$ cat config.mk
export PLATFORM = sky130hd
export DESIGN_NAME = pixel_color_out
export DESIGN_NICKNAME = d
export VERILOG_FILES = /design/src/verilog/video_pkg.sv /design/src/verilog/pixel_color_out.sv
export VERILOG_INCLUDE_DIRS = /design/src /design/src/verilog
export SDC_FILE = /design/constraint.sdc
export NUM_CORES = 1
export LEC_CHECK = 0
export BUFFER_PORTS_ARGS = -buffer_cell sky130_fd_sc_hd__buf_2
export CORE_UTILIZATION = 40
export DETAILED_ROUTE_END_ITERATION = 6
export PLACE_DENSITY = 0.87
export REMOVE_ABC_BUFFERS = 1
export SYNTH_ARGS = -nofsm -noshare
export SYNTH_HDL_FRONTEND = slang
export SYNTH_SLANG_ARGS = --single-unit
$ cat constraint.sdc
create_clock -name i_EMU_MCLK -period 1.9 [get_ports i_EMU_MCLK]
set_input_delay 0.38 -clock i_EMU_MCLK [delete_from_list [all_inputs] [get_ports i_EMU_MCLK]]
set_output_delay 0.38 -clock i_EMU_MCLK [all_outputs]
set_load 0.01 [all_outputs]
$ cat src/verilog/video_defines.svh
/*
    Raster sizes, sync windows, bus widths
    and the transparent pixel code of the video stage
*/

`ifndef VIDEO_DEFINES_SVH
`define VIDEO_DEFINES_SVH

// Raster geometry in pixels and lines
`define H_TOTAL         384
`define V_TOTAL         264
`define H_ACTIVE        256
`define V_ACTIVE        224

// Sync pulses, low between start and end inclusive
`define HSYNC_START     300
`define HSYNC_END       331
`define VSYNC_START     240
`define VSYNC_END       247

`define CNT_W           9       // Raster counter width
`define PAL_AW          8       // Palette index width
`define CPU_AW          9       // CPU address, bit 0 picks the byte

`define TRN_CODE        4'hF    // Low nibble that means transparent

`endif

$ cat src/verilog/video_pkg.sv
/*
    Shared types: raster count and palette word
    with its colour and CPU byte views
*/

`include "video_defines.svh"

package video_pkg;

    typedef logic [`CNT_W-1:0] raster_cnt_t;

    // Colour view, as the video path decodes it
    typedef struct packed {
        logic [3:0] red;
        logic [3:0] green;
        logic [3:0] blue;
        logic       spare;
        logic       invert_r;
        logic       invert_g;
        logic       invert_b;
    } palette_color_t;

    // Byte view, as the CPU sees it
    typedef struct packed {
        logic [7:0] hi;         // Even address
        logic [7:0] lo;         // Odd address
    } palette_bytes_t;

    typedef union packed {
        palette_color_t color;
        palette_bytes_t bytes;
    } palette_word_u;

endpackage

$ cat src/verilog/pixel_color_out.sv
/*
    Video output latch: transparency, per-channel invert,
    blanking and force-black
*/

`timescale 1ns/1ps

`include "video_defines.svh"

module pixel_color_out
    import video_pkg::*;
(
    input  logic                i_EMU_MCLK,
    input  logic                i_EMU_INITRST_n,

    input  logic                i_pixel_cen,
    input  logic [`PAL_AW-1:0]  i_pixel_index,
    input  raster_cnt_t         i_hcount,
    input  raster_cnt_t         i_vcount,
    input  logic                i_force_black,
    input  palette_word_u       i_pal_word,

    output logic [3:0]          o_video_r,
    output logic [3:0]          o_video_g,
    output logic [3:0]          o_video_b
);

logic trn_q;        // Pixel one enable back was transparent
logic active_q;     // ...and was inside the active area
logic show;

assign show = active_q && !trn_q && !i_force_black;

//////////////////////////////////////////////////
//////  OUTPUT LATCH
////

always_ff @(posedge i_EMU_MCLK)
begin
    if (!i_EMU_INITRST_n)
    begin
        trn_q     <= 1'b0;
        active_q  <= 1'b0;
        o_video_r <= 4'h0;
        o_video_g <= 4'h0;
        o_video_b <= 4'h0;
    end
    else if (i_pixel_cen)
    begin
        trn_q    <= (i_pixel_index[3:0] == `TRN_CODE);
        active_q <= (i_hcount < `CNT_W'(`H_ACTIVE)) && (i_vcount < `CNT_W'(`V_ACTIVE));

        // RAM output now holds the entry looked up last enable
        if (show)
        begin
            o_video_r <= i_pal_word.color.red   ^ {4{i_pal_word.color.invert_r}};
            o_video_g <= i_pal_word.color.green ^ {4{i_pal_word.color.invert_g}};
            o_video_b <= i_pal_word.color.blue  ^ {4{i_pal_word.color.invert_b}};
        end
        else
        begin
            o_video_r <= 4'h0;
            o_video_g <= 4'h0;
            o_video_b <= 4'h0;
        end
    end
end

endmodule

; Yosys cells after proc, flatten, opt, wreduce, memory -nomap -nowiden
; Index checks and enable logic that the tools add are counted.
[op_classes]
n_reduce_logical = 5
mux = 3
order_cmp = 2
bitwise = 3
eq_ne = 1
[op_table]
columns = op, n
row1 = 4-bit 2-to-1 mux, 3
row2 = 4-bit XOR, 3
row3 = 9-bit by 8-bit less-than comparator with 1-bit output (second input constant), 1
row4 = 9-bit less-than comparator (second input constant), 1
row5 = 4-bit equality test (second input constant), 1
row6 = 1-bit logical AND, 3
row7 = 1-bit logical NOT, 2
[word_totals]
word_cells = 19
out_inout_bits = 12
register_bits = 14
inputBits = 46

; Depth between registers and ports, before layout
[depth]
depth_word = 4
ltp_mapped = 5
ltp_nobuf = 3

; Least setup slack after synthesis
; OpenSTA, ideal clock, no wires.
[synth_timing]
kind = in2reg
start = in i_pal_word[1] in the netlist's numbering
end = reg o_video_g[0]
cell_stages = 4
n_path_buf = 1
required_time_ps = 1785
setup_slack_ps = 860
arrival_ps = 925
setup_ps = 115
path_cell_list = buf_1 xnor2_1 o22ai_1 and2_1
[synth_between]
elab_chain_len = 2
[synth_rtl]
columns = item, line
row1 = "start, declared", pixel_color_out.sv:21  ; input palette_word_u i_pal_word,
row2 = 4-bit XOR, pixel_color_out.sv:57  ; o_video_g <= i_pal_word.color.green ^ {4{i_pal_word.color.invert_g}};
row3 = 4-bit 2-to-1 mux, pixel_color_out.sv:54  ; if (show)
row4 = "end signal, assigned", pixel_color_out.sv:57
row5 = "end, declared", pixel_color_out.sv:24  ; output logic [3:0] o_video_g,
; Every way passes these cells.
; A chain may end at the register's enable or synchronous reset.

; Final worst setup path
[layout_timing]
start = reg o_video_g[3]
end = out o_video_g[3]
; No word-level cell between the ends.

==> impl_metrics.toml <==
[clock_tree]
htree_levels = 1
clockBufferDepth = 2
clkSinkCount = 14
cts_setup_buffers = 0
clk_latency_ns = 0.27
numCtsBuffers = 3
clk_pin_slew_ns = 0.08
cts_root_buffer = "clkbuf_4"
tritoncts = "done"
ctsResizeCount = 0
postCtsHoldBufs = 0

[detailed_routing]
via_count = 607
dr.pass1.iters = 6
drt-initial-drc-count = 2
drc = 0
drt_wl_total_um = 1350
viasPerCell = 4.71
ant_nets = 0
wire_per_inst_um = 10.4

[timing]
tightest_slew_ns = 0.316
slew_violations = 0
finClkSkew_ns = 0.00177
rsz0062_at_grt = "no"
min_period_ns = 1.14
finalHoldViolCount = 0
finalSetupViolCount = 0
fmax_ghz = 0.881
setup_tns_ns = 0
slew_headroom_pct = 78.9
min_period_over_period_pct = 59.7

[worst_hold_path]
min-delay-path-class = "input pin to flip-flop"
whs_path_depth = 4

[cells_and_area]
multi_input_area_um2 = 333
final_nets = 160
fill_cells = 153
layout-drive-gt1-share_pct = 38.9
register_area_um2 = 280
finalInstanceArea_um2 = 910
area_delta_synth_final_pct = 29.4
diodes = 0

[power]
p_per_area_nw_per_um2 = 643
vdd.ir_drop.worst_mv = 0.361
p_leak_nw = 0.411

[synth]
synth_seq_cells = 14
syn-cell-area_um2 = 703
ys_warn_count = 0
synth_top_area_share_pct = 39.9
ys_top_cells_by_area = "dfxtp_1 40%, xnor2_1 15%, and2_1 11%"
syn_inst = 77
ys_types = 17
yosysTopAreaCell = "dfxtp_1"
syn_area_per_cell_um2 = 9.13
synth-seq-area-share_pct = 39.9

[place]
port_buffers = 39
dpl_cell_area_um2 = 873
place.gp.congestion = 0.667
place_hpwl_um = 1040

[worst_setup_path]
crit_fanout = 2
cp_slowest_cell = "dfxtp_1"
startpoint_type = "flip-flop"
critPathKind = "flip-flop to output port"
crit_chain = "buf_2"
cp.required_ns = 1.52
cpPeakStageDelay_ns = 0.35
endpoint_kind = "output port"
crit_cells = 1
r2r_cells = 3
crit_arrival_ns = 0.76
cp_top_family = "flip-flops"
crit_buf_inv = 1

[global_routing]
antenna_found_initial = 0
grt_overflow = 0
met3_usage_pct = 3.75
grt-busiest-layer = "met2"
grt_pass1_wl_um = 2130
gr-usage-met2_pct = 27.2
use_met1_pct = 17.7
grt_start_max_net_pins = 17
track_usage_pct = 15.3
grt_pass1_vias = 542

[floorplan]
die_height_um = 43.9
io_pins = 58
fp-row-count = 14
die_x_um = 43.9
coreArea_um2 = 1580
initial_utilization_pct = 44.6
dieArea_um2 = 1930

[status]
outcome = "complete, no violations"

[flow_run]
max_cap_viol_count = 0
-- Yosys cell counts (all sizes together) --
cell / n
and2: 12
mux2i: 1
clkbuf: 1
a311oi: 1
nor2b: 1
nand2: 1
o22ai: 12
nand3: 1
and4: 1
nand3b: 1
dfxtp: 14
buf: 6
xnor2: 12
inv: 12
nand4bb: 1
-- state kept, by name (all words and copies together), names as in the netlist --
name	cells
o_video_b	4
o_video_g	4
o_video_r	4
active_q	1
trn_q	1
-- cell usage in the layout, fill, tap and decap left out --
master     netlist  final
xnor2_1         12     12
a311oi_1         1      1
o22ai_1         12     12
nand2_1          1      1
dfxtp_1         14     14
mux2i_1          1      1
clkbuf_4         0      3
nand4bb_4        1      1
and2_1          12     12
nor2b_1          1      1
inv_1           12     12
clkbuf_8         0      1
buf_2            3     39
and4_1           1      1
nand3b_1         1      1
nand3_1          1      1
-- kinds of logic after synthesis --
kind of cell	count (synthesis)	synth area share, %
mux	1	1.42
xor+xnor	12	14.9
compound gates	13	11.9
buf+inv	19	12.8
flops	14	39.9
simple gates	18	19.0
-- where the power goes --
| part | internal (mW) | switching [mW] | total [mW] |
|---|---|---|---|
| registers | 0.296 | 0.00175 | 0.298 |
| clock network | 0.116 | 0.0905 | 0.207 |
| logic | 0.0456 | 0.0352 | 0.0807 |
-- per-stage QoR --
step / hold WS [ns] / worst slack, ns / cells / power [mW] / util [%]
detailed placement: 0.502 / 0.584 / 125 / 0.386 / 55.4
finish: 0.382 / 0.765 / 129 / 0.585 / 57.7
floorplan: 0.481 / 0.923 / 70 / 0.339 / -
CTS: 0.379 / 0.750 / 129 / 0.595 / 57.7
global placement: 0.493 / 0.619 / 125 / 0.383 / 55.4
global route: 0.392 / 0.715 / 129 / 0.621 / 57.7
-- layout make-up --
class                   count  share of cell area, %
clock buffers               4                   3.99
flip-flops and latches     14                   30.8
repair buffers             39                   21.5
multi-input cells          44                   36.6
inverters                  12                   4.95
well taps                  16                   2.20
-- worst register-to-register path, stage by stage, from the launching register on --
cell and delay (ns):
dfxtp_1 0.32, nand4bb_4 0.30, o22ai_1 0.17, and2_1 0.16
-- final timing paths --
check	slack, ns	start	end
setup / recovery	0.76	o_video_g[3]	o_video_g[3]
hold / removal	0.38	i_vcount[8]	active_q
setup reg to reg	0.90	trn_q	o_video_g[3]
hold reg to reg	0.51	active_q	active_q
-- layer usage --
layer | vias up | share of wire (%)
li1 | 319 | -
met1 | 267 | 46
met2 | 21 | 49
met3 | 0 | 4.9
met4 | 0 | 0
met5 | - | 0
Power figures use the tool's default switching activity.
