===== src/verilog/video_defines.svh =====
/*
    Raster sizes, sync windows, bus widths
    and the transparent pixel code of the video stage
*/

`ifndef VIDEO_DEFINES_SVH
`define VIDEO_DEFINES_SVH

// Raster geometry in pixels and lines
`define H_TOTAL         384
`define V_TOTAL         264
`define H_ACTIVE        256
`define V_ACTIVE        224

// Sync pulses, low between start and end inclusive
`define HSYNC_START     300
`define HSYNC_END       331
`define VSYNC_START     240
`define VSYNC_END       247

`define CNT_W           9       // Raster counter width
`define PAL_AW          8       // Palette index width
`define CPU_AW          9       // CPU address, bit 0 picks the byte

`define TRN_CODE        4'hF    // Low nibble that means transparent

`endif


===== src/verilog/video_pkg.sv =====
/*
    Shared types: raster count and palette word
    with its colour and CPU byte views
*/

`include "video_defines.svh"

package video_pkg;

    typedef logic [`CNT_W-1:0] raster_cnt_t;

    // Colour view, as the video path decodes it
    typedef struct packed {
        logic [3:0] red;
        logic [3:0] green;
        logic [3:0] blue;
        logic       spare;
        logic       invert_r;
        logic       invert_g;
        logic       invert_b;
    } palette_color_t;

    // Byte view, as the CPU sees it
    typedef struct packed {
        logic [7:0] hi;         // Even address
        logic [7:0] lo;         // Odd address
    } palette_bytes_t;

    typedef union packed {
        palette_color_t color;
        palette_bytes_t bytes;
    } palette_word_u;

endpackage


===== src/verilog/video_timing.sv =====
/*
    Pixel clock enable, horizontal and vertical raster counters,
    sync and blanking decode
*/

`timescale 1ns/1ps

`include "video_defines.svh"

module video_timing
    import video_pkg::*;
(
    input  logic        i_EMU_MCLK,
    input  logic        i_EMU_INITRST_n,

    output logic        o_pixel_cen,
    output raster_cnt_t o_hcount,
    output raster_cnt_t o_vcount,

    output logic        o_hsync_n,
    output logic        o_vsync_n,
    output logic        o_csync_n,
    output logic        o_hblank_n,
    output logic        o_vblank_n
);

//////////////////////////////////////////////////
//////  PIXEL ENABLE
////

logic phase_q;

// MCLK/2 enable with one clock of phase before the first high
always_ff @(posedge i_EMU_MCLK)
begin
    if (!i_EMU_INITRST_n)
    begin
        phase_q     <= 1'b0;
        o_pixel_cen <= 1'b0;
    end
    else
    begin
        phase_q     <= ~phase_q;
        o_pixel_cen <= phase_q;
    end
end

//////////////////////////////////////////////////
//////  RASTER COUNTERS
////

logic h_last;
logic v_last;

assign h_last = (o_hcount == `CNT_W'(`H_TOTAL - 1));
assign v_last = (o_vcount == `CNT_W'(`V_TOTAL - 1));

always_ff @(posedge i_EMU_MCLK)
begin
    if (!i_EMU_INITRST_n)
    begin
        o_hcount <= '0;
        o_vcount <= '0;
    end
    else if (o_pixel_cen)
    begin
        if (h_last)
        begin
            o_hcount <= '0;
            o_vcount <= v_last ? '0 : o_vcount + 1'b1;    // Line done
        end
        else
        begin
            o_hcount <= o_hcount + 1'b1;
        end
    end
end

// Sync windows and active area straight off the counts
assign o_hsync_n  = !((o_hcount >= `CNT_W'(`HSYNC_START)) && (o_hcount <= `CNT_W'(`HSYNC_END)));
assign o_vsync_n  = !((o_vcount >= `CNT_W'(`VSYNC_START)) && (o_vcount <= `CNT_W'(`VSYNC_END)));
assign o_csync_n  = o_hsync_n & o_vsync_n;
assign o_hblank_n = (o_hcount < `CNT_W'(`H_ACTIVE));
assign o_vblank_n = (o_vcount < `CNT_W'(`V_ACTIVE));

a_count_range: assert property (@(posedge i_EMU_MCLK) disable iff (!i_EMU_INITRST_n)
    (o_hcount < `CNT_W'(`H_TOTAL)) && (o_vcount < `CNT_W'(`V_TOTAL)))
    else $error("raster count out of range h=%0d v=%0d", o_hcount, o_vcount);

endmodule

===== config.mk =====
export PLATFORM = sky130hd
export DESIGN_NAME = video_timing
export DESIGN_NICKNAME = d
export VERILOG_FILES = /design/src/verilog/video_pkg.sv /design/src/verilog/video_timing.sv
export VERILOG_INCLUDE_DIRS = /design/src /design/src/verilog
export SDC_FILE = /design/constraint.sdc
export NUM_CORES = 1
export LEC_CHECK = 0
export ABC_AREA = 1
export BUFFER_PORTS_ARGS = -buffer_cell sky130_fd_sc_hd__buf_2
export CAP_MARGIN = 20
export CELL_PAD_IN_SITES_DETAIL_PLACEMENT = 1
export CELL_PAD_IN_SITES_GLOBAL_PLACEMENT = 2
export CORE_UTILIZATION = 28
export CTS_CLUSTER_SIZE = 25
export DETAILED_ROUTE_END_ITERATION = 8
export PLACE_DENSITY = 0.86
export SYNTH_ARGS = -nofsm -noshare
export SYNTH_HDL_FRONTEND = slang
export SYNTH_SLANG_ARGS = --single-unit

===== constraint.sdc =====
create_clock -name i_EMU_MCLK -period 1.9 [get_ports i_EMU_MCLK]
set_clock_uncertainty 0.15 [all_clocks]
set_input_delay 0.38 -clock i_EMU_MCLK [delete_from_list [all_inputs] [get_ports i_EMU_MCLK]]
set_output_delay 0.38 -clock i_EMU_MCLK [all_outputs]
set_load 0.005 [all_outputs]

# Yosys cells after proc, flatten, opt, wreduce, memory -nomap -nowiden
# Cells that the tools add are included.
word_totals:
  ff_bits: 20
  inputBits: 2
  output_inout_bits: 24
  wordCells: 23
op_classes:
  add_sub_neg: 2
  order_cmp: 6
  n_eq_ne: 2
  n_mux: 2
  n_bitwise: 2
  reduce_logical: 5
op_table:
  columns: ["cell", "n"]
  rows:
  - ["adder 9 x 1 -> 9 bit (second input constant)", 2]
  - ["== test 9 bit (second input constant)", 2]
  - ["2-to-1 mux 9 bit", 2]
  - ["greater-or-equal comparator 9 x 8 -> 1 bit (second input constant)", 1]
  - ["greater-or-equal comparator 9 bit (second input constant)", 1]
  - ["<= comparator 9 x 8 -> 1 bit (second input constant)", 1]
  - ["<= comparator 9 bit (second input constant)", 1]
  - ["less-than comparator 9 x 8 -> 1 bit (second input constant)", 1]
  - ["less-than comparator 9 bit (second input constant)", 1]
  - ["logical AND 1 bit", 2]
  - ["logical NOT 1 bit", 2]
  - ["AND reduction 2 bit", 1]
  - ["bitwise AND 1 bit", 1]
  - ["NOT 1 bit", 1]

# Longest topological paths before layout
depth:
  ltp_word: 4
  depth_mapped: 8
  depth_no_buf: 8

# Worst setup path after synthesis
# Ideal clock, no wire load.
synth_timing:
  kind: "reg2out"
  startpoint: "register o_vcount[0]"
  endpoint: "output port o_csync_n"
  arrival_ns: 0.982
  required_ns: 1.370
  slack_ns: 0.388
  stages_incl_launch_ff: 7
  path_buffers: 0
  path_cell_list: "dfxtp_1 -> ha_1 -> nand3_1 -> nand2_1 -> nand3_1 -> inv_1 -> a21oi_1"
synth_between:
  elab_chain_cells: 4
  elab_cells_between_ends: 5
  classes_between: "2 x order compare; 1 x bitwise; 2 x reduce/logical"
synth_rtl:
  columns: ["element", "line_no", "rtl"]
  rows:
  - ["start, declared", "video_timing.sv:18", "output raster_cnt_t o_vcount,"]
  - ["start signal, assigned", "video_timing.sv:70", "o_vcount <= v_last ? '0 : o_vcount + 1'b1;"]
  - ["greater-or-equal comparator 9 x 8 -> 1 bit / <= comparator 9 x 8 -> 1 bit (equally long branches)", "video_timing.sv:81", "assign o_vsync_n = !((o_vcount >= `CNT_W'(`VSYNC_START)) && (o_vcount <= `CNT_W'(`VSYNC_END)));"]
  - ["logical AND 1 bit (*)", "video_timing.sv:81", null]
  - ["logical NOT 1 bit (*)", "video_timing.sv:81", null]
  - ["net o_vsync_n", "video_timing.sv:21", "output logic o_vsync_n,"]
  - ["bitwise AND 1 bit (*)", "video_timing.sv:82", "assign o_csync_n = o_hsync_n & o_vsync_n;"]
  - ["end, declared", "video_timing.sv:22", "output logic o_csync_n,"]
# Mark *: on every way through the listed nets, which the timed path passes. The rest lies on a longest branch.

# Worst setup path in the final report
layout_timing:
  startpoint: "register o_vcount[0]"
  endpoint: "output port o_csync_n"
layout_between:
  elab_chain_cells: 4
  elab_cells_between_ends: 5
  classes_between: "2 x order compare; 1 x bitwise; 2 x reduce/logical"
layout_rtl:
  columns: ["element", "line_no"]
  rows:
  - ["greater-or-equal comparator 9 x 8 -> 1 bit / <= comparator 9 x 8 -> 1 bit (equally long branches)", "video_timing.sv:81"]
  - ["logical AND 1 bit (*)", "video_timing.sv:81"]
  - ["logical NOT 1 bit (*)", "video_timing.sv:81"]
  - ["bitwise AND 1 bit (*)", "video_timing.sv:82"]
# Mark *: on every way between the ends. The rest lies on a longest branch, timed or not.

==> metrics <==
area leader, netlist=dfxtp_1; Mapped Avg Cell Area=6.40 µm²; Largest stage delay, worst path=0.37 ns; Async S/R FF share, synth=0%; Synth Warn #=0; worst reg2reg path startpoint=o_hcount[1]$_SDFFE_PN0P_; first-pass GRT wire length=5670 µm; reg-to-reg critical path endpoint=o_vcount[8]$_SDFFE_PN0P_; final setup fails=0; Worst Hold Class=flip-flop to flip-flop; critical path fanouts, max=5; max-slew violations=0; Detail Route Antenna Nets=0; largest net degree at the start of global routing=15; CTS sink cnt=20; Worst EP arrival=1.33 ns; sink of the worst hold path=phase_q$_SDFF_PN0_; initial DRC count=49; grt total ovfl=0; Crit-path slowest cell=dfxtp_4; cell with the most instances after synthesis=nand2_1; Reg2Reg Setup Slack=0.34 ns; PD cells=503 nW/µm²; Crit. End Element=output pin; die height=67.4 µm; EDFF count, synth=0; Worst Hold Launch=phase_q$_SDFF_PN0_; drt pass-1 iters=4; cells along the critical path=ha_4 -> nand3_1 -> nand2_1 -> nand3_2 -> inv_1 -> a21oi_1 -> buf_2; CTS Buf Count=3; Final Wtd Congestion=0.724; Die Width=67.4 µm; CTS tree=built; synthesized area=1200 µm²; Post-Route WL=3480 µm; Reg2Reg Depth=9; Initial Util=29.5%; H-tree levels=1; io pins=26; Avg Vias per Cell=4.54; Avg WL per Cell=12.6 µm; die footprint=4540 µm²; CTS max path bufs=2; register area share after synthesis=33.5%; MaxCap Viol Count=0; Worst-Skew Late Latency=0.26 ns; Hold Vio Cnt, Final=0; All-Layer GR Usage=16.8%; VDD IR max=0.240 mV; Area growth, synth to finish=32.7%; Final min period=1.86 ns; post-synth top area share=33.5%; port bufs=25; detailed placement HPWL=2640 µm; data required time of the worst path=1.37 ns; Post-Syn Instances=187; Layout Utilization=39.1%; layout cells sized above 1=30.5%; Core Box Area=4060 µm²; CP startpoint kind=flip-flop; f_max=0.539 GHz; Unique masters post-synth=26; Row Count=23; nets=233; CP startpoint=o_vcount[0]$_SDFFE_PN0P_; synth top area cells=dfxtp_1, nand2_1, inv_1, nor2_1, nand3_1; max_slew headroom=75.7%; vias in the first global route=1215; Hold Crit Depth=1; critical setup path kind=flip-flop to output pin; Final Worst Setup Slack=0.0430 ns; Syn Nets=193; Vias=1253; crit share post-route=97.7%; drt drc=0; RSZ-0062 raised after global routing=yes; Worst-path clk slew=0.08 ns; status=complete, no violations; diodes inserted=0; Primary FF master, synth=dfxtp_1; pre-CTS setup slack=0.197 ns; initial antenna violation count=0; worst-margin pin slew=0.363 ns; Leak=0.771 nW; flops & latches, synth=20; Total Power Consumption=0.000799 W; clk root buf=clkbuf_8; most frequent cells after synthesis=nand2_1, inv_1, nor2_1
## layout by cell type (no fill, tap or decap)
cell | Yosys | layout
nand2_1 | 55 | 55
inv_1 | 29 | 27
nor2_1 | 28 | 25
buf_2 | 1 | 25
nand3_1 | 15 | 13
dfxtp_1 | 20 | 12
buf_4 | 1 | 12
o21ai_0 | 6 | 6
dfxtp_2 | 0 | 5
nand4_1 | 4 | 4
nor2_2 | 2 | 4
a21oi_1 | 4 | 4
clkbuf_8 | 0 | 4
inv_2 | 1 | 3
nor2_4 | 2 | 3
nand3_2 | 1 | 3
xor2_1 | 3 | 3
dfxtp_4 | 0 | 3
nor3_1 | 2 | 2
ha_1 | 4 | 2
ha_4 | 0 | 2
nand2_2 | 1 | 1
and3_1 | 1 | 1
o211ai_1 | 1 | 1
nand3_4 | 1 | 1
nand2_4 | 1 | 1
nand4_2 | 1 | 1
o21ai_1 | 1 | 1
a31oi_1 | 1 | 1
buf_6 | 0 | 1
## worst max path at each step
stage | end | slack (ns)
after floorplan | o_csync_n | 0.39
after global placement | o_csync_n | 0.25
after detailed placement | o_csync_n | 0.20
after CTS | o_csync_n | 0.02
after global routing | o_csync_n | -0.07
final | o_csync_n | 0.04
## cell families (layout without fill, tap and decap cells)
kind of cell | Yosys count | after routing | synth area share (%)
AOI/OAI and AO/OA | 13 | 13 | 5.75
and+or+nand+nor | 114 | 114 | 43.5
buffers and inverters | 33 | 72 | 10.9
adders and majority gates | 4 | 4 | 4.18
DFF | 20 | 20 | 33.5
xor gates and xnor gates | 3 | 3 | 2.20
## cell type report
type | count | area (µm²)
fillers | 550 | 2470
multi-input cells | 134 | 713
flip-flops and latches | 20 | 418
repair buffers | 38 | 226
inverters | 30 | 113
well taps | 50 | 62.6
clock buffers | 4 | 55.1
## routing by layer
metal	track usage (%)	part of all wire, %	vias up
met5	0	0	-
met1	22.4	51	575
met2	27.1	46	19
met3	4.05	2.7	2
li1	-	-	657
met4	3.99	0.77	0
## critical path, delay by kind of cell, from the launching register on
kind / cells / cell delay [ns]
buffers and inverters: 2 / 0.16
adder cells (fa/ha/maj): 1 / 0.17
flip-flops: 1 / 0.37
AND/OR/NAND/NOR: 3 / 0.26
AO/OA/AOI/OAI: 1 / 0.10
## state kept, by name (all words and copies together), names as in the netlist
register     count
o_hcount         9
o_vcount         9
o_pixel_cen      1
phase_q          1
## report_power, final
| group | internal [W] | switching (W) | total, W | leakage (nW) |
|---|---|---|---|---|
| sequential | 0.000422 | 0.00000719 | 0.000429 | 0.167 |
| clock | 0.000185 | 0.000146 | 0.000331 | 0.0288 |
| combinational | 0.0000140 | 0.0000252 | 0.0000392 | 0.576 |
## timing repair
| action | CTS | global route |
|---|---|---|
| buffers inserted | 0 | 4 |
| pin swaps | 0 | 5 |
| hold endpoints to repair | 0 | 0 |
| resized for setup | 12 | 12 |
| cloned | 0 | 0 |
| endpoints found under the setup margin | 2 | 2 |
| hold buffers | 0 | 0 |
## per-stage QoR
| stage | hold WS (ns) | cells | instance area, µm² | setup TNS [ns] |
|---|---|---|---|---|
| final | 0.270 | 276 | 1590 | 0 |
| after global routing | 0.290 | 276 | 1590 | -0.0686 |
| after CTS | 0.267 | 272 | 1530 | 0 |
| after detailed placement | 0.255 | 268 | 1430 | 0 |
| after global placement | 0.252 | 268 | 1430 | 0 |
| after floorplan | 0.242 | 187 | 1200 | 0 |
Note: power is estimated with default switching activity, not from simulation.
