`src/verilog/video_defines.svh`:
```
/*
    Raster sizes, sync windows, bus widths
    and the transparent pixel code of the video stage
*/

`ifndef VIDEO_DEFINES_SVH
`define VIDEO_DEFINES_SVH

// Raster geometry in pixels and lines
`define H_TOTAL         384
`define V_TOTAL         264
`define H_ACTIVE        256
`define V_ACTIVE        224

// Sync pulses, low between start and end inclusive
`define HSYNC_START     300
`define HSYNC_END       331
`define VSYNC_START     240
`define VSYNC_END       247

`define CNT_W           9       // Raster counter width
`define PAL_AW          8       // Palette index width
`define CPU_AW          9       // CPU address, bit 0 picks the byte

`define TRN_CODE        4'hF    // Low nibble that means transparent

`endif

```
`src/verilog/palette_ifs.sv`:
```
/*
    cpu_palette_if: CPU byte access to the palette
    palette_ram_if: word port of the palette RAM
*/

`timescale 1ns/1ps

`include "video_defines.svh"

interface cpu_palette_if;
    logic [`PAL_AW-1:0] addr;
    logic               byte_sel;   // 0 high byte, 1 low byte
    logic [7:0]         wdata;
    logic               wr;
    logic               rd;
    logic [7:0]         rdata;

    modport cpu     (output addr, byte_sel, wdata, wr, rd, input rdata);
    modport arbiter (input addr, byte_sel, wdata, wr, rd, output rdata);
endinterface


```
`src/verilog/cpu_bus_port.sv`:
```
/*
    CPU strobe decode, control register
    and read data mux
*/

`timescale 1ns/1ps

`include "video_defines.svh"

module cpu_bus_port
(
    input  logic                i_EMU_MCLK,
    input  logic                i_EMU_INITRST_n,

    input  logic [`CPU_AW-1:0]  i_addr,
    input  logic [7:0]          i_data_write,
    input  logic                i_rd_n,
    input  logic                i_wr_n,
    input  logic                i_pal_cs_n,
    input  logic                i_ctrl_cs_n,

    output logic [7:0]          o_data_read,
    output logic                o_force_black,

    cpu_palette_if.cpu          cpu
);

// Palette strobes, word address above the byte bit
assign cpu.addr     = i_addr[`CPU_AW-1:1];
assign cpu.byte_sel = i_addr[0];
assign cpu.wdata    = i_data_write;
assign cpu.wr       = !i_pal_cs_n && !i_wr_n;
assign cpu.rd       = !i_pal_cs_n && !i_rd_n;

// Control register, bit 0 is force-black
always_ff @(posedge i_EMU_MCLK)
begin
    if (!i_EMU_INITRST_n)
        o_force_black <= 1'b0;
    else if (!i_ctrl_cs_n && !i_wr_n)
        o_force_black <= i_data_write[0];
end

always_comb
begin
    if (!i_rd_n && !i_pal_cs_n)
        o_data_read = cpu.rdata;
    else if (!i_rd_n && !i_ctrl_cs_n)
        o_data_read = {7'd0, o_force_black};
    else
        o_data_read = 8'hFF;                // Bus pull-up
end

a_single_cs: assert property (@(posedge i_EMU_MCLK) disable iff (!i_EMU_INITRST_n)
    !(!i_pal_cs_n && !i_ctrl_cs_n))
    else $error("palette and control selected together");

endmodule

```
`src/flat_wrapper.sv`:
```
// flat-port wrapper written by rule: the top's interface ports become plain ports
module cpu_bus_port_flat 
  (i_EMU_MCLK, i_EMU_INITRST_n, i_addr, i_data_write, i_rd_n, i_wr_n, i_pal_cs_n, i_ctrl_cs_n, o_data_read, o_force_black, cpu_addr, cpu_byte_sel, cpu_wdata, cpu_wr, cpu_rd, cpu_rdata);
  cpu_palette_if cpu_i ();
  input  logic i_EMU_MCLK;
  input  logic i_EMU_INITRST_n;
  input  logic [`CPU_AW-1:0] i_addr;
  input  logic [7:0] i_data_write;
  input  logic i_rd_n;
  input  logic i_wr_n;
  input  logic i_pal_cs_n;
  input  logic i_ctrl_cs_n;
  output logic [7:0] o_data_read;
  output logic o_force_black;
  output wire logic [$bits(cpu_i.addr)-1:0] cpu_addr;
  output wire logic [$bits(cpu_i.byte_sel)-1:0] cpu_byte_sel;
  output wire logic [$bits(cpu_i.wdata)-1:0] cpu_wdata;
  output wire logic [$bits(cpu_i.wr)-1:0] cpu_wr;
  output wire logic [$bits(cpu_i.rd)-1:0] cpu_rd;
  input wire logic [$bits(cpu_i.rdata)-1:0] cpu_rdata;
  assign cpu_addr = cpu_i.addr;
  assign cpu_byte_sel = cpu_i.byte_sel;
  assign cpu_wdata = cpu_i.wdata;
  assign cpu_wr = cpu_i.wr;
  assign cpu_rd = cpu_i.rd;
  assign cpu_i.rdata = cpu_rdata;
  cpu_bus_port u_core (.i_EMU_MCLK(i_EMU_MCLK), .i_EMU_INITRST_n(i_EMU_INITRST_n), .i_addr(i_addr), .i_data_write(i_data_write), .i_rd_n(i_rd_n), .i_wr_n(i_wr_n), .i_pal_cs_n(i_pal_cs_n), .i_ctrl_cs_n(i_ctrl_cs_n), .o_data_read(o_data_read), .o_force_black(o_force_black), .cpu(cpu_i));
endmodule
```
`config.mk`:
```
export PLATFORM = sky130hd
export DESIGN_NAME = cpu_bus_port_flat
export DESIGN_NICKNAME = d
export VERILOG_FILES = /design/src/verilog/palette_ifs.sv /design/src/verilog/cpu_bus_port.sv /design/src/flat_wrapper.sv
export VERILOG_INCLUDE_DIRS = /design/src /design/src/verilog
export SDC_FILE = /design/constraint.sdc
export NUM_CORES = 1
export LEC_CHECK = 0
export BUFFER_PORTS_ARGS = -buffer_cell sky130_fd_sc_hd__buf_2
export CORE_MARGIN = 10
export CORE_UTILIZATION = 20
export DETAILED_ROUTE_END_ITERATION = 8
export PLACE_DENSITY = 0.79
export SLEW_MARGIN = 20
export SYNTH_ARGS = -nofsm -noshare
export SYNTH_HDL_FRONTEND = slang
export SYNTH_SLANG_ARGS = --single-unit
```
`constraint.sdc`:
```
create_clock -name i_EMU_MCLK -period 0.8 [get_ports i_EMU_MCLK]
set_input_delay 0.12 -clock i_EMU_MCLK [delete_from_list [all_inputs] [get_ports i_EMU_MCLK]]
set_output_delay 0.12 -clock i_EMU_MCLK [all_outputs]
set_load 0.01 [all_outputs]
```
Yosys cells after proc, flatten, opt, wreduce, memory -nomap -nowiden
Index checks and enable logic that the tools add are counted.
Word-level totals
  flip-flop bits (word level): 1
  output and inout port bits: 28
  word-level logic and storage cells: 11
Cells by class
  mux-type cells: 2
  reductions and logical operators: 8
Operators with widths (number)
  $mux 8: 2
  $logic_and 1x1->1: 4
  $logic_not 1->1: 4

Logic depth before layout (Yosys ltp)
Gate-level depths: netlist (run 1).
  word-level depth: 4
  mapped depth: 3
  gate-level depth less buffers: 2

Worst setup path before layout (run 1)
Ideal clock, no wire load.
  path kind: flip-flop to output port
  from: reg u_core.o_force_black
  to: out o_data_read[0]
  arrival: 717 ps
  setup slack: -37 ps
  cell stages (with the launch flop): 3
  buffers on the path: 0
  path through: dfxtp_1 -> nor4b_1 -> nor2_1
Between the ends
  longest elaborated chain between the ends: 2
RTL lines
  from (decl): RTL line cpu_bus_port.sv:23  | output logic o_force_black,
  from (signal assigned): RTL line cpu_bus_port.sv:41  | o_force_black <= i_data_write[0];
  $mux 8: RTL line cpu_bus_port.sv:48  | else if (!i_rd_n && !i_ctrl_cs_n)
  $mux 8: RTL line cpu_bus_port.sv:46  | if (!i_rd_n && !i_pal_cs_n)
  to (decl): RTL line flat_wrapper.sv:13  | output logic [7:0] o_data_read;
Every way passes these cells.

Worst setup path after layout (run 1)
Ends and elaborated chain as after synthesis.

==> results of run 1 <==
==> layout make-up <==
| type | instances | area (sq um) |
|---|---|---|
| flip-flops and latches | 1 | 21.3 |
| multi-input cells | 16 | 115 |
| well taps | 15 | 18.8 |
| repair buffers | 30 | 186 |
| inverters | 7 | 26.3 |
| fillers | 143 | 933 |
==> final timing paths <==
kind                                       end  slack, ns  depth (start not counted)
min                                cpu_addr[2]       0.24                          0
max                             o_data_read[0]      -0.09                          3
min reg2reg  u_core.o_force_black$_SDFFE_PN0P_       0.61                          3
max reg2reg  u_core.o_force_black$_SDFFE_PN0P_       0.07                          3
==> metal layers <==
metal,up-vias,GRT usage,part of all wire
met5,-,0,0
met2,25,0.0760,0.45
met3,2,0.0354,0.22
met4,0,0.0101,0.0022
li1,141,-,-
met1,124,0.0518,0.33
==> metrics by stage <==
stage	cell area [sq um]	std cells
2_1_floorplan	280	42
3_3_place_gp	324	69
3_5_place_dp	324	69
4_1_cts	345	69
5_1_grt	368	69
6_report	368	69
==> worst max-delay path, stage by stage, from the launching register on <==
cell and delay (ns):
dfxtp_2 0.31, nor4b_4 0.26, nor2_1 0.06, buf_2 0.14
==> power groups by stage <==
stage | clock [W] | combinational [W] | sequential, W
after floorplan | 0 | 0.000146 | 0.0000566
after global placement | 0 | 0.000155 | 0.0000550
after detailed placement | 0 | 0.000159 | 0.0000550
after CTS | 0 | 0.000175 | 0.0000555
after global routing | 0 | 0.000205 | 0.0000568
final | 0 | 0.000186 | 0.0000564
==> what timing repair did <==
item	CTS	global route
buffers inserted	0	0
resized for setup	13	6
pin swaps	1	3
endpoints found under the hold margin	0	0
endpoints found under the setup margin	8	8
==> Yosys cell counts (all sizes together) <==
cell and n:
inv 7, nor4b 1, o211ai 1, nand2 1, nor3 1, dfxtp 1
o21ai 7, a21oi 1, buf 18, nor2 3, o31ai 1
==> cell families (layout without fill, tap and decap cells) <==
| group | after synthesis | in the layout | share of synthesized area |
|---|---|---|---|
| buffers and inverters | 25 | 37 | 0.589 |
| AO/OA/AOI/OAI | 10 | 10 | 0.215 |
| flip-flops | 1 | 1 | 0.0731 |
| AND/OR/NAND/NOR | 6 | 6 | 0.123 |
==> metrics.yaml, run 1 <==
final_layout:
  largest-register: "u_core.o_force_black"
  layout.nets: 87
  largest_reg_flops: 1
  drive_above_1_share: 0.630
  most-common-layout-cells: "23 x buf_2, 7 x inv_1, 7 x o21ai_1"
  areaGrowthSynthToFinish_pct: 34.2
  reg_top3: "u_core.o_force_black (1)"
  fin_util: 0.283
  antenna_cells: 0
  layout_commonest_cell: "buf_2"
power:
  combPwrFrac: 0.767
  powerDensity_mw_per_mm2: 658
  p_sw_frac: 0.380
  internal-power_w: 0.000150
  power.leakage_nw: 0.202
  total_power_w: 0.000242
  peakVddDrop_mv: 0.159
  switchingPower_w: 0.0000919
  power_frac_clock: 0
  seq_power_share: 0.233
floorplan:
  start_util: 0.211
  pin_count: 59
  die_h_microns: 57.0
  die-area_sq_mm: 0.00325
  rows: 13
  core_area_sq_mm: 0.00130
  die_x_microns: 57.0
timing:
  post-route-min-period_ns: 0.888
  clock.fmax_ghz: 1.13
  drv_slew: 0
  period_share: 1.11
  slew_headroom: 0.875
  hold_viol: 0
  skew_ns: 0
  fin_ws_ns: -0.0884
  worst_slew_pin_slew_ns: 0.186
  timing.hold.ws_ns: 0.240
  rsz0062_at_grt: "yes"
  setup_viol: 1
  final.setup.tns_ns: -0.0884
clock_network:
  clk_pin_slew_worst_paths_ns: 0
  clkLatencyLatePin_ns: 0
  postCtsHoldBufs: 0
detailed_routing:
  drc_errors: 0
  vias: 292
  viasPerCell: 4.23
  antenna_left: 0
  wl_per_cell_microns: 13.2
  drt_wl_total_microns: 908
  drtIter0Drc: 2
  dr.pass1.iters: 2
synth:
  synthCells: 42
  netlist_area_sq_um: 274
  yosys_warnings: 0
  synth_seq_cells: 1
  synth.avg_cell_area_sq_um: 6.52
  syn_nets: 73
  yosys.area.top_type: "buf_4"
  netlist-cell-type-count: 11
  synth.area.top_cells: "buf_4 49%, o21ai_0 13%, inv_1 9.6%"
  netlist.area_leader.share: 0.493
  seq_area_frac_synth: 0.0731
global_routing:
  first_global_vias: 282
  grt_usage: 0.0485
  grt_max_degree: 9
  grt_pass1_wl_microns: 1410
  grt_antenna_before_repair: 0
  grt-ovfl-total: 0
outcome:
  violations: "negative setup slack"
  outcome: "complete, but fails checks"
worst_setup_path:
  worstSetupStartpointType: "register"
  crit_required_ns: 0.68
  arrival_ns: 0.77
  crit_path_start: "u_core.o_force_black$_SDFFE_PN0P_"
  worstReg2RegStart: "u_core.o_force_black$_SDFFE_PN0P_"
  critPathCaptureType: "primary output"
  path_max_fanout: 2
  critPathKind: "reg -> out"
placement:
  dp_hpwl_microns: 780
  port_buffers: 26
  globalplace.congestion: 0.725
  dpl_worst_slack_ns: -0.0968
hold_path:
  min-delay-start: "i_addr[3]"
  hp-class: "in -> out"
job:
  drv_cap: 0
No activity file was read; power rests on OpenSTA's default activity.
==> run 2, diff against run 1 <==
Settings changed: ABC_AREA set to 1, PLACE_DENSITY 0.79 to 0.8.
==> run 2 against run 1 <==
Compared with the run above: the flow now finishes without violations; cell area shrank 6.5%; wire length grew 7.2%; final cell count increased by 5.8%; critical endpoint is now o_data_read[6]; largest cell class unchanged; largest power group unchanged.
==> metrics.yaml, run 2 <==
final_layout:
  reg_top3: "u_core.o_force_black (1)"
  antenna_cells: 0  # unchanged
  largest_reg_flops: 1  # unchanged
  fin_util: 0.264  # -0.0183
  layout_commonest_cell: "buf_2"
  largest-register: "u_core.o_force_black"
  most-common-layout-cells: "23 x buf_2, 20 x nand2_1, 5 x nor2_1"
  areaGrowthSynthToFinish_pct: 26.1
  drive_above_1_share: 0.517  # -0.112
  layout.nets: 91  # +4.6%
worst_setup_path:
  crit_path_start: "i_ctrl_cs_n"
  crit_buf_inv: 2  # +1
  arrival_ns: 0.66  # -0.11 ns
  crit_family: "buffers and inverters"
  slowest_delay_ns: 0.22  # -0.09 ns
  path_max_fanout: 7  # +5
  critPathCaptureType: "primary output"
  r2r_slack_ns: 0.24  # +0.17 ns
  slowest_stage: "a21oi_4"
  worstSetupStartpointType: "input port"
  path_cells: "buf_8, a21oi_4, nand2_1, buf_2"
  crit_required_ns: 0.68  # about the same
  critPathKind: "in -> out"
  worstReg2RegStart: "u_core.o_force_black$_SDFFE_PN0P_"
global_routing:
  grt_max_degree: 8  # -1
  grt_pass1_wl_microns: 1560  # +10%
  grt_usage: 0.0537  # +0.00522
  first_global_vias: 337  # +20%
  grt-ovfl-total: 0  # unchanged
  grt_antenna_before_repair: 0  # unchanged
timing:
  post-route-min-period_ns: 0.780  # -0.108 ns
  setup_viol: 0  # -1
  final.setup.tns_ns: 0  # +0.0884 ns
  timing.hold.ws_ns: 0.240  # unchanged
  hold_viol: 0  # unchanged
  worst_slew_pin_slew_ns: 0.206  # +0.0199 ns
  skew_ns: 0  # unchanged
  rsz0062_at_grt: "yes"
  clock.fmax_ghz: 1.28  # +14%
  slew_headroom: 0.862  # -0.0125
  drv_slew: 0  # unchanged
  fin_ws_ns: 0.0201  # +0.108 ns
  period_share: 0.975  # -0.136
hold_path:
  min-delay-start: "i_addr[7]"
  hp-class: "in -> out"
synth:
  synth.avg_cell_area_sq_um: 5.68  # -13%
  synth_ff_type: "dfxtp_1"
  synthArstFlopShare: 0  # unchanged
  netlist_area_sq_um: 273  # -0.46%
  yosys.area.top_type: "buf_4"
  yosys_warnings: 0  # unchanged
  synth.most_common_cell: "nand2_1"
  syn_nets: 79  # +8.2%
  netlist-cell-type-count: 8  # -3
  seq_area_frac_synth: 0.0734  # +0.000335
  netlist.area_leader.share: 0.468  # -0.0253
  synthTopCellsByCount: "20 x nand2_1, 17 x buf_4, 5 x nor2_1, 2 x inv_1"
  synth_seq_cells: 1  # unchanged
  synth.area.top_cells: "buf_4 47%, nand2_1 28%, dfxtp_1 7.3%"
  synth_edf_count: 0  # unchanged
  synthCells: 48  # +14%
detailed_routing:
  drc_errors: 0  # unchanged
  dr.pass1.iters: 3  # +1
  highest-signal-layer: "met4"
  drtIter0Drc: 1  # -1
  met1_length_microns: 357  # +21%
  viasPerCell: 4.19  # -0.95%
  antenna_left: 0  # unchanged
  drt_wl_total_microns: 973  # +7.2%
  wl_per_cell_microns: 13.3  # +1.3%
  vias: 306  # +4.8%
  wl_met3_microns: 258  # +26%
  dr_wl_met2_microns: 334  # -18%
floorplan:
  die_h_microns: 56.9  # -0.15%
  core_area_sq_mm: 0.00130  # unchanged
  die_x_microns: 56.9  # -0.15%
  pin_count: 59  # unchanged
  start_util: 0.210  # -0.000961
  rows: 13  # unchanged
  die-area_sq_mm: 0.00324  # -0.30%
power:
  power.leakage_nw: 0.190  # -5.8%
  peakVddDrop_mv: 0.241  # +51%
  powerDensity_mw_per_mm2: 700  # +6.4%
  total_power_w: 0.000241  # -0.48%
placement:
  globalplace.congestion: 0.654  # -9.7%
  dpl_worst_slack_ns: -0.107  # -0.0103 ns
  dp_hpwl_microns: 845  # +8.3%
  port_buffers: 26  # unchanged
job:
  drv_cap: 0  # unchanged
clock_network:
  postCtsHoldBufs: 0  # unchanged
  clkLatencyLatePin_ns: 0  # unchanged
outcome:
  outcome: "completed"
## run 2: changes by cell type in the layout (fill, tap and decap cells not counted), moves of 2 or more
cell / previous run / this run
nand2_1: 1 / 20
o21ai_1: 7 / 0
inv_1: 7 / 2
buf_4: 3 / 0
buf_6: 3 / 1
nor2_1: 3 / 5
nor2_4: 0 / 2
## run 2: where the power goes
part,switching (W),internal [W]
clock,0,0
combinational,0.0000942,0.0000903
sequential,0.00000213,0.0000543
## run 2: area by class of cell
cell class	count	area, sq um
Tap cell	15	18.8
Sequential cell	1	20.0
Fill cell	156	957
Inverter	3	11.3
Multi-Input combinational cell	28	133
Timing Repair Buffer	26	161
## run 2: worst paths after layout
path | endpoint | cells after the start
setup / recovery | o_data_read[6] | 4
setup reg to reg | u_core.o_force_black$_SDFFE_PN0P_ | 2
hold reg to reg | u_core.o_force_black$_SDFFE_PN0P_ | 2
hold / removal | cpu_addr[6] | 0
## run 2: layer usage
| layer | vias up | GRT usage |
|---|---|---|
| li1 | 148 | - |
| met1 | 120 | 0.0565 |
| met2 | 32 | 0.0744 |
| met3 | 6 | 0.0465 |
| met4 | 0 | 0.0235 |
| met5 | - | 0 |
## run 2: worst reg2reg max path: cells and delay by family, from the launching register on
kind | cells | cell delay [ns]
flops | 1 | 0.30
simple gates | 2 | 0.15
## run 2: kinds of logic after synthesis
group | share of synthesized area
and+or+nand+nor | 0.385
buffers and inverters | 0.509
DFF | 0.0734
AOI/OAI and AO/OA | 0.0321
## run 2: per-stage QoR
| step | instances | cell area [sq um] |
|---|---|---|
| 3_3_place_gp | 72 | 294 |
| 6_report | 73 | 344 |
| 2_1_floorplan | 48 | 273 |
| 3_5_place_dp | 72 | 294 |
| 5_1_grt | 73 | 344 |
| 4_1_cts | 73 | 332 |
## run 2: repair_timing
item                       4_1_cts  5_1_grt
pin swaps                        3        7
gates resized for setup          8        3
gates cloned                     1        0
setup buffers                    0        0
setup endpoints to repair        8        8
==> run 3, diff against run 2 <==
Settings changed: REMOVE_ABC_BUFFERS set to 1.
==> run 3 against run 2 <==
Compared with the run above: worst setup slack lost 0.011 ns; clock skew did not move; die area unchanged; critical path type unchanged; largest power group unchanged.
==> metrics.yaml, run 3 (synthesis results as in run 2) <==
timing:
  final.setup.tns_ns: 0  # unchanged
  post-route-min-period_ns: 0.791  # +0.0111 ns
  slew_headroom: 0.862  # about the same
  worst_slew_pin_slew_ns: 0.206  # -0.000167 ns
  hold_viol: 0  # unchanged
  setup_viol: 0  # unchanged
  clock.fmax_ghz: 1.26  # -1.4%
  timing.hold.ws_ns: 0.240  # +0.0000790 ns
  rsz0062_at_grt: "yes"
  skew_ns: 0  # unchanged
  fin_ws_ns: 0.00892  # -0.0111 ns
  period_share: 0.989  # +0.0139
  drv_slew: 0  # unchanged
detailed_routing:
  drt_wl_total_microns: 1170  # +20%
  wl_per_cell_microns: 15.7  # +18%
  drtIter0Drc: 4  # +3
  drc_errors: 0  # unchanged
  viasPerCell: 4.45  # +6.1%
  antenna_left: 0  # unchanged
  dr.pass1.iters: 4  # +1
  vias: 329  # +7.5%
hold_path:
  hp-class: "in -> out"
  hold_depth: 0  # unchanged
floorplan:
  start_util: 0.210  # unchanged
  rows: 13  # unchanged
  die_h_microns: 56.9  # unchanged
  core_area_sq_mm: 0.00130  # unchanged
  die_x_microns: 56.9  # unchanged
  pin_count: 59  # unchanged
  die-area_sq_mm: 0.00324  # unchanged
final_layout:
  layout.nets: 92  # +1.1%
  antenna_cells: 0  # unchanged
  multi_input_area_sq_um: 133  # unchanged
  layout_commonest_cell: "buf_2"
  ff_latch_area_sq_um: 20.0  # unchanged
  final_cell_count_no_fill: 74  # +1.4%
  fill_cells: 146  # -6.4%
  largest-register: "u_core.o_force_black"
  reg_top3: "u_core.o_force_black (1)"
  drive_above_1_share: 0.525  # +0.00818
  largest_reg_flops: 1  # unchanged
  most-common-layout-cells: "23 x buf_2, 20 x nand2_1, 5 x nor2_1"
  areaGrowthSynthToFinish_pct: 28.9
global_routing:
  grt_antenna_before_repair: 0  # unchanged
  grt_usage: 0.0652  # +0.0115
  grt_pass1_wl_microns: 1790  # +15%
  grt-ovfl-total: 0  # unchanged
  grt_max_degree: 8  # unchanged
  first_global_vias: 359  # +6.5%
worst_setup_path:
  crit_buf_inv: 3  # +1
  arrival_ns: 0.67  # about the same
  path_cells: "buf_6, nor2_4, inv_2, nand2_1, nand2_1, buf_2"
  crit_path_frequent_cell: "nand2_1"
  critPathKind: "in -> out"
  crit_required_ns: 0.68  # about the same
  r2r_cells: 2  # unchanged
  slowest_delay_ns: 0.17  # -0.05 ns
  crit_family: "buffers and inverters"
  worstSetupStartpointType: "input port"
  slowest_stage: "nor2_4"
  critPathCaptureType: "primary output"
  critical_path_depth: 6  # +2
  path_max_fanout: 5  # -2
power:
  peakVddDrop_mv: 0.327  # +36%
  powerDensity_mw_per_mm2: 702  # +0.23%
  power.leakage_nw: 0.195  # +2.7%
  total_power_w: 0.000247  # +2.4%
placement:
  port_buffers: 26  # unchanged
  dpl_worst_slack_ns: -0.107  # +0.0000220 ns
  globalplace.congestion: 0.694  # +6.1%
  dp_hpwl_microns: 950  # +12%
  post-place-cells: 72  # unchanged
job:
  drv_cap: 0  # unchanged
outcome:
  outcome: "completed"
clock_network:
  postCtsHoldBufs: 0  # unchanged
  clkLatencyLatePin_ns: 0  # unchanged
## run 3: final cells by class
class	instances	share of cell area
inverters	3	0.0320
flip-flops and latches	1	0.0569
multi-input cells	28	0.377
well taps	15	0.0534
repair buffers	27	0.480
## run 3: routing by layer
| layer | global-route usage | wire length, microns |
|---|---|---|
| met1 | 0.0701 | 447 |
| met2 | 0.0806 | 363 |
| met3 | 0.0863 | 353 |
| met4 | 0 | 0 |
| met5 | 0 | 0 |
## run 3: worst reg2reg max path, cell delays in order (launching register included)
cell and delay, ns:
dfxtp_1 0.30, nor2_1 0.10, nor2_1 0.05
## run 3: where the power goes
group,switching [W],internal [W],total [W]
Clock,0,0,0
Combinational,0.0000966,0.0000935,0.000190
Sequential,0.00000238,0.0000543,0.0000567
## run 3: per-stage QoR
stage                     area (sq um)   util
after floorplan                    145      -
after global placement             294  0.226
after detailed placement           294  0.226
after CTS                          332  0.255
after global routing               352  0.270
final                              352  0.270
## run 3: path summary, 6_finish.rpt
check	start	slack (ns)	end
max	i_rd_n	0.009	o_data_read[0]
min	i_addr[0]	0.24	cpu_byte_sel
max reg2reg	u_core.o_force_black$_SDFFE_PN0P_	0.24	u_core.o_force_black$_SDFFE_PN0P_
min reg2reg	u_core.o_force_black$_SDFFE_PN0P_	0.50	u_core.o_force_black$_SDFFE_PN0P_
## run 3: repair_timing
item | CTS | global route
buffers inserted | 0 | 1
setup endpoints to repair | 8 | 8
gates cloned | 1 | 0
gates resized for setup | 8 | 3
pin swaps | 5 | 8
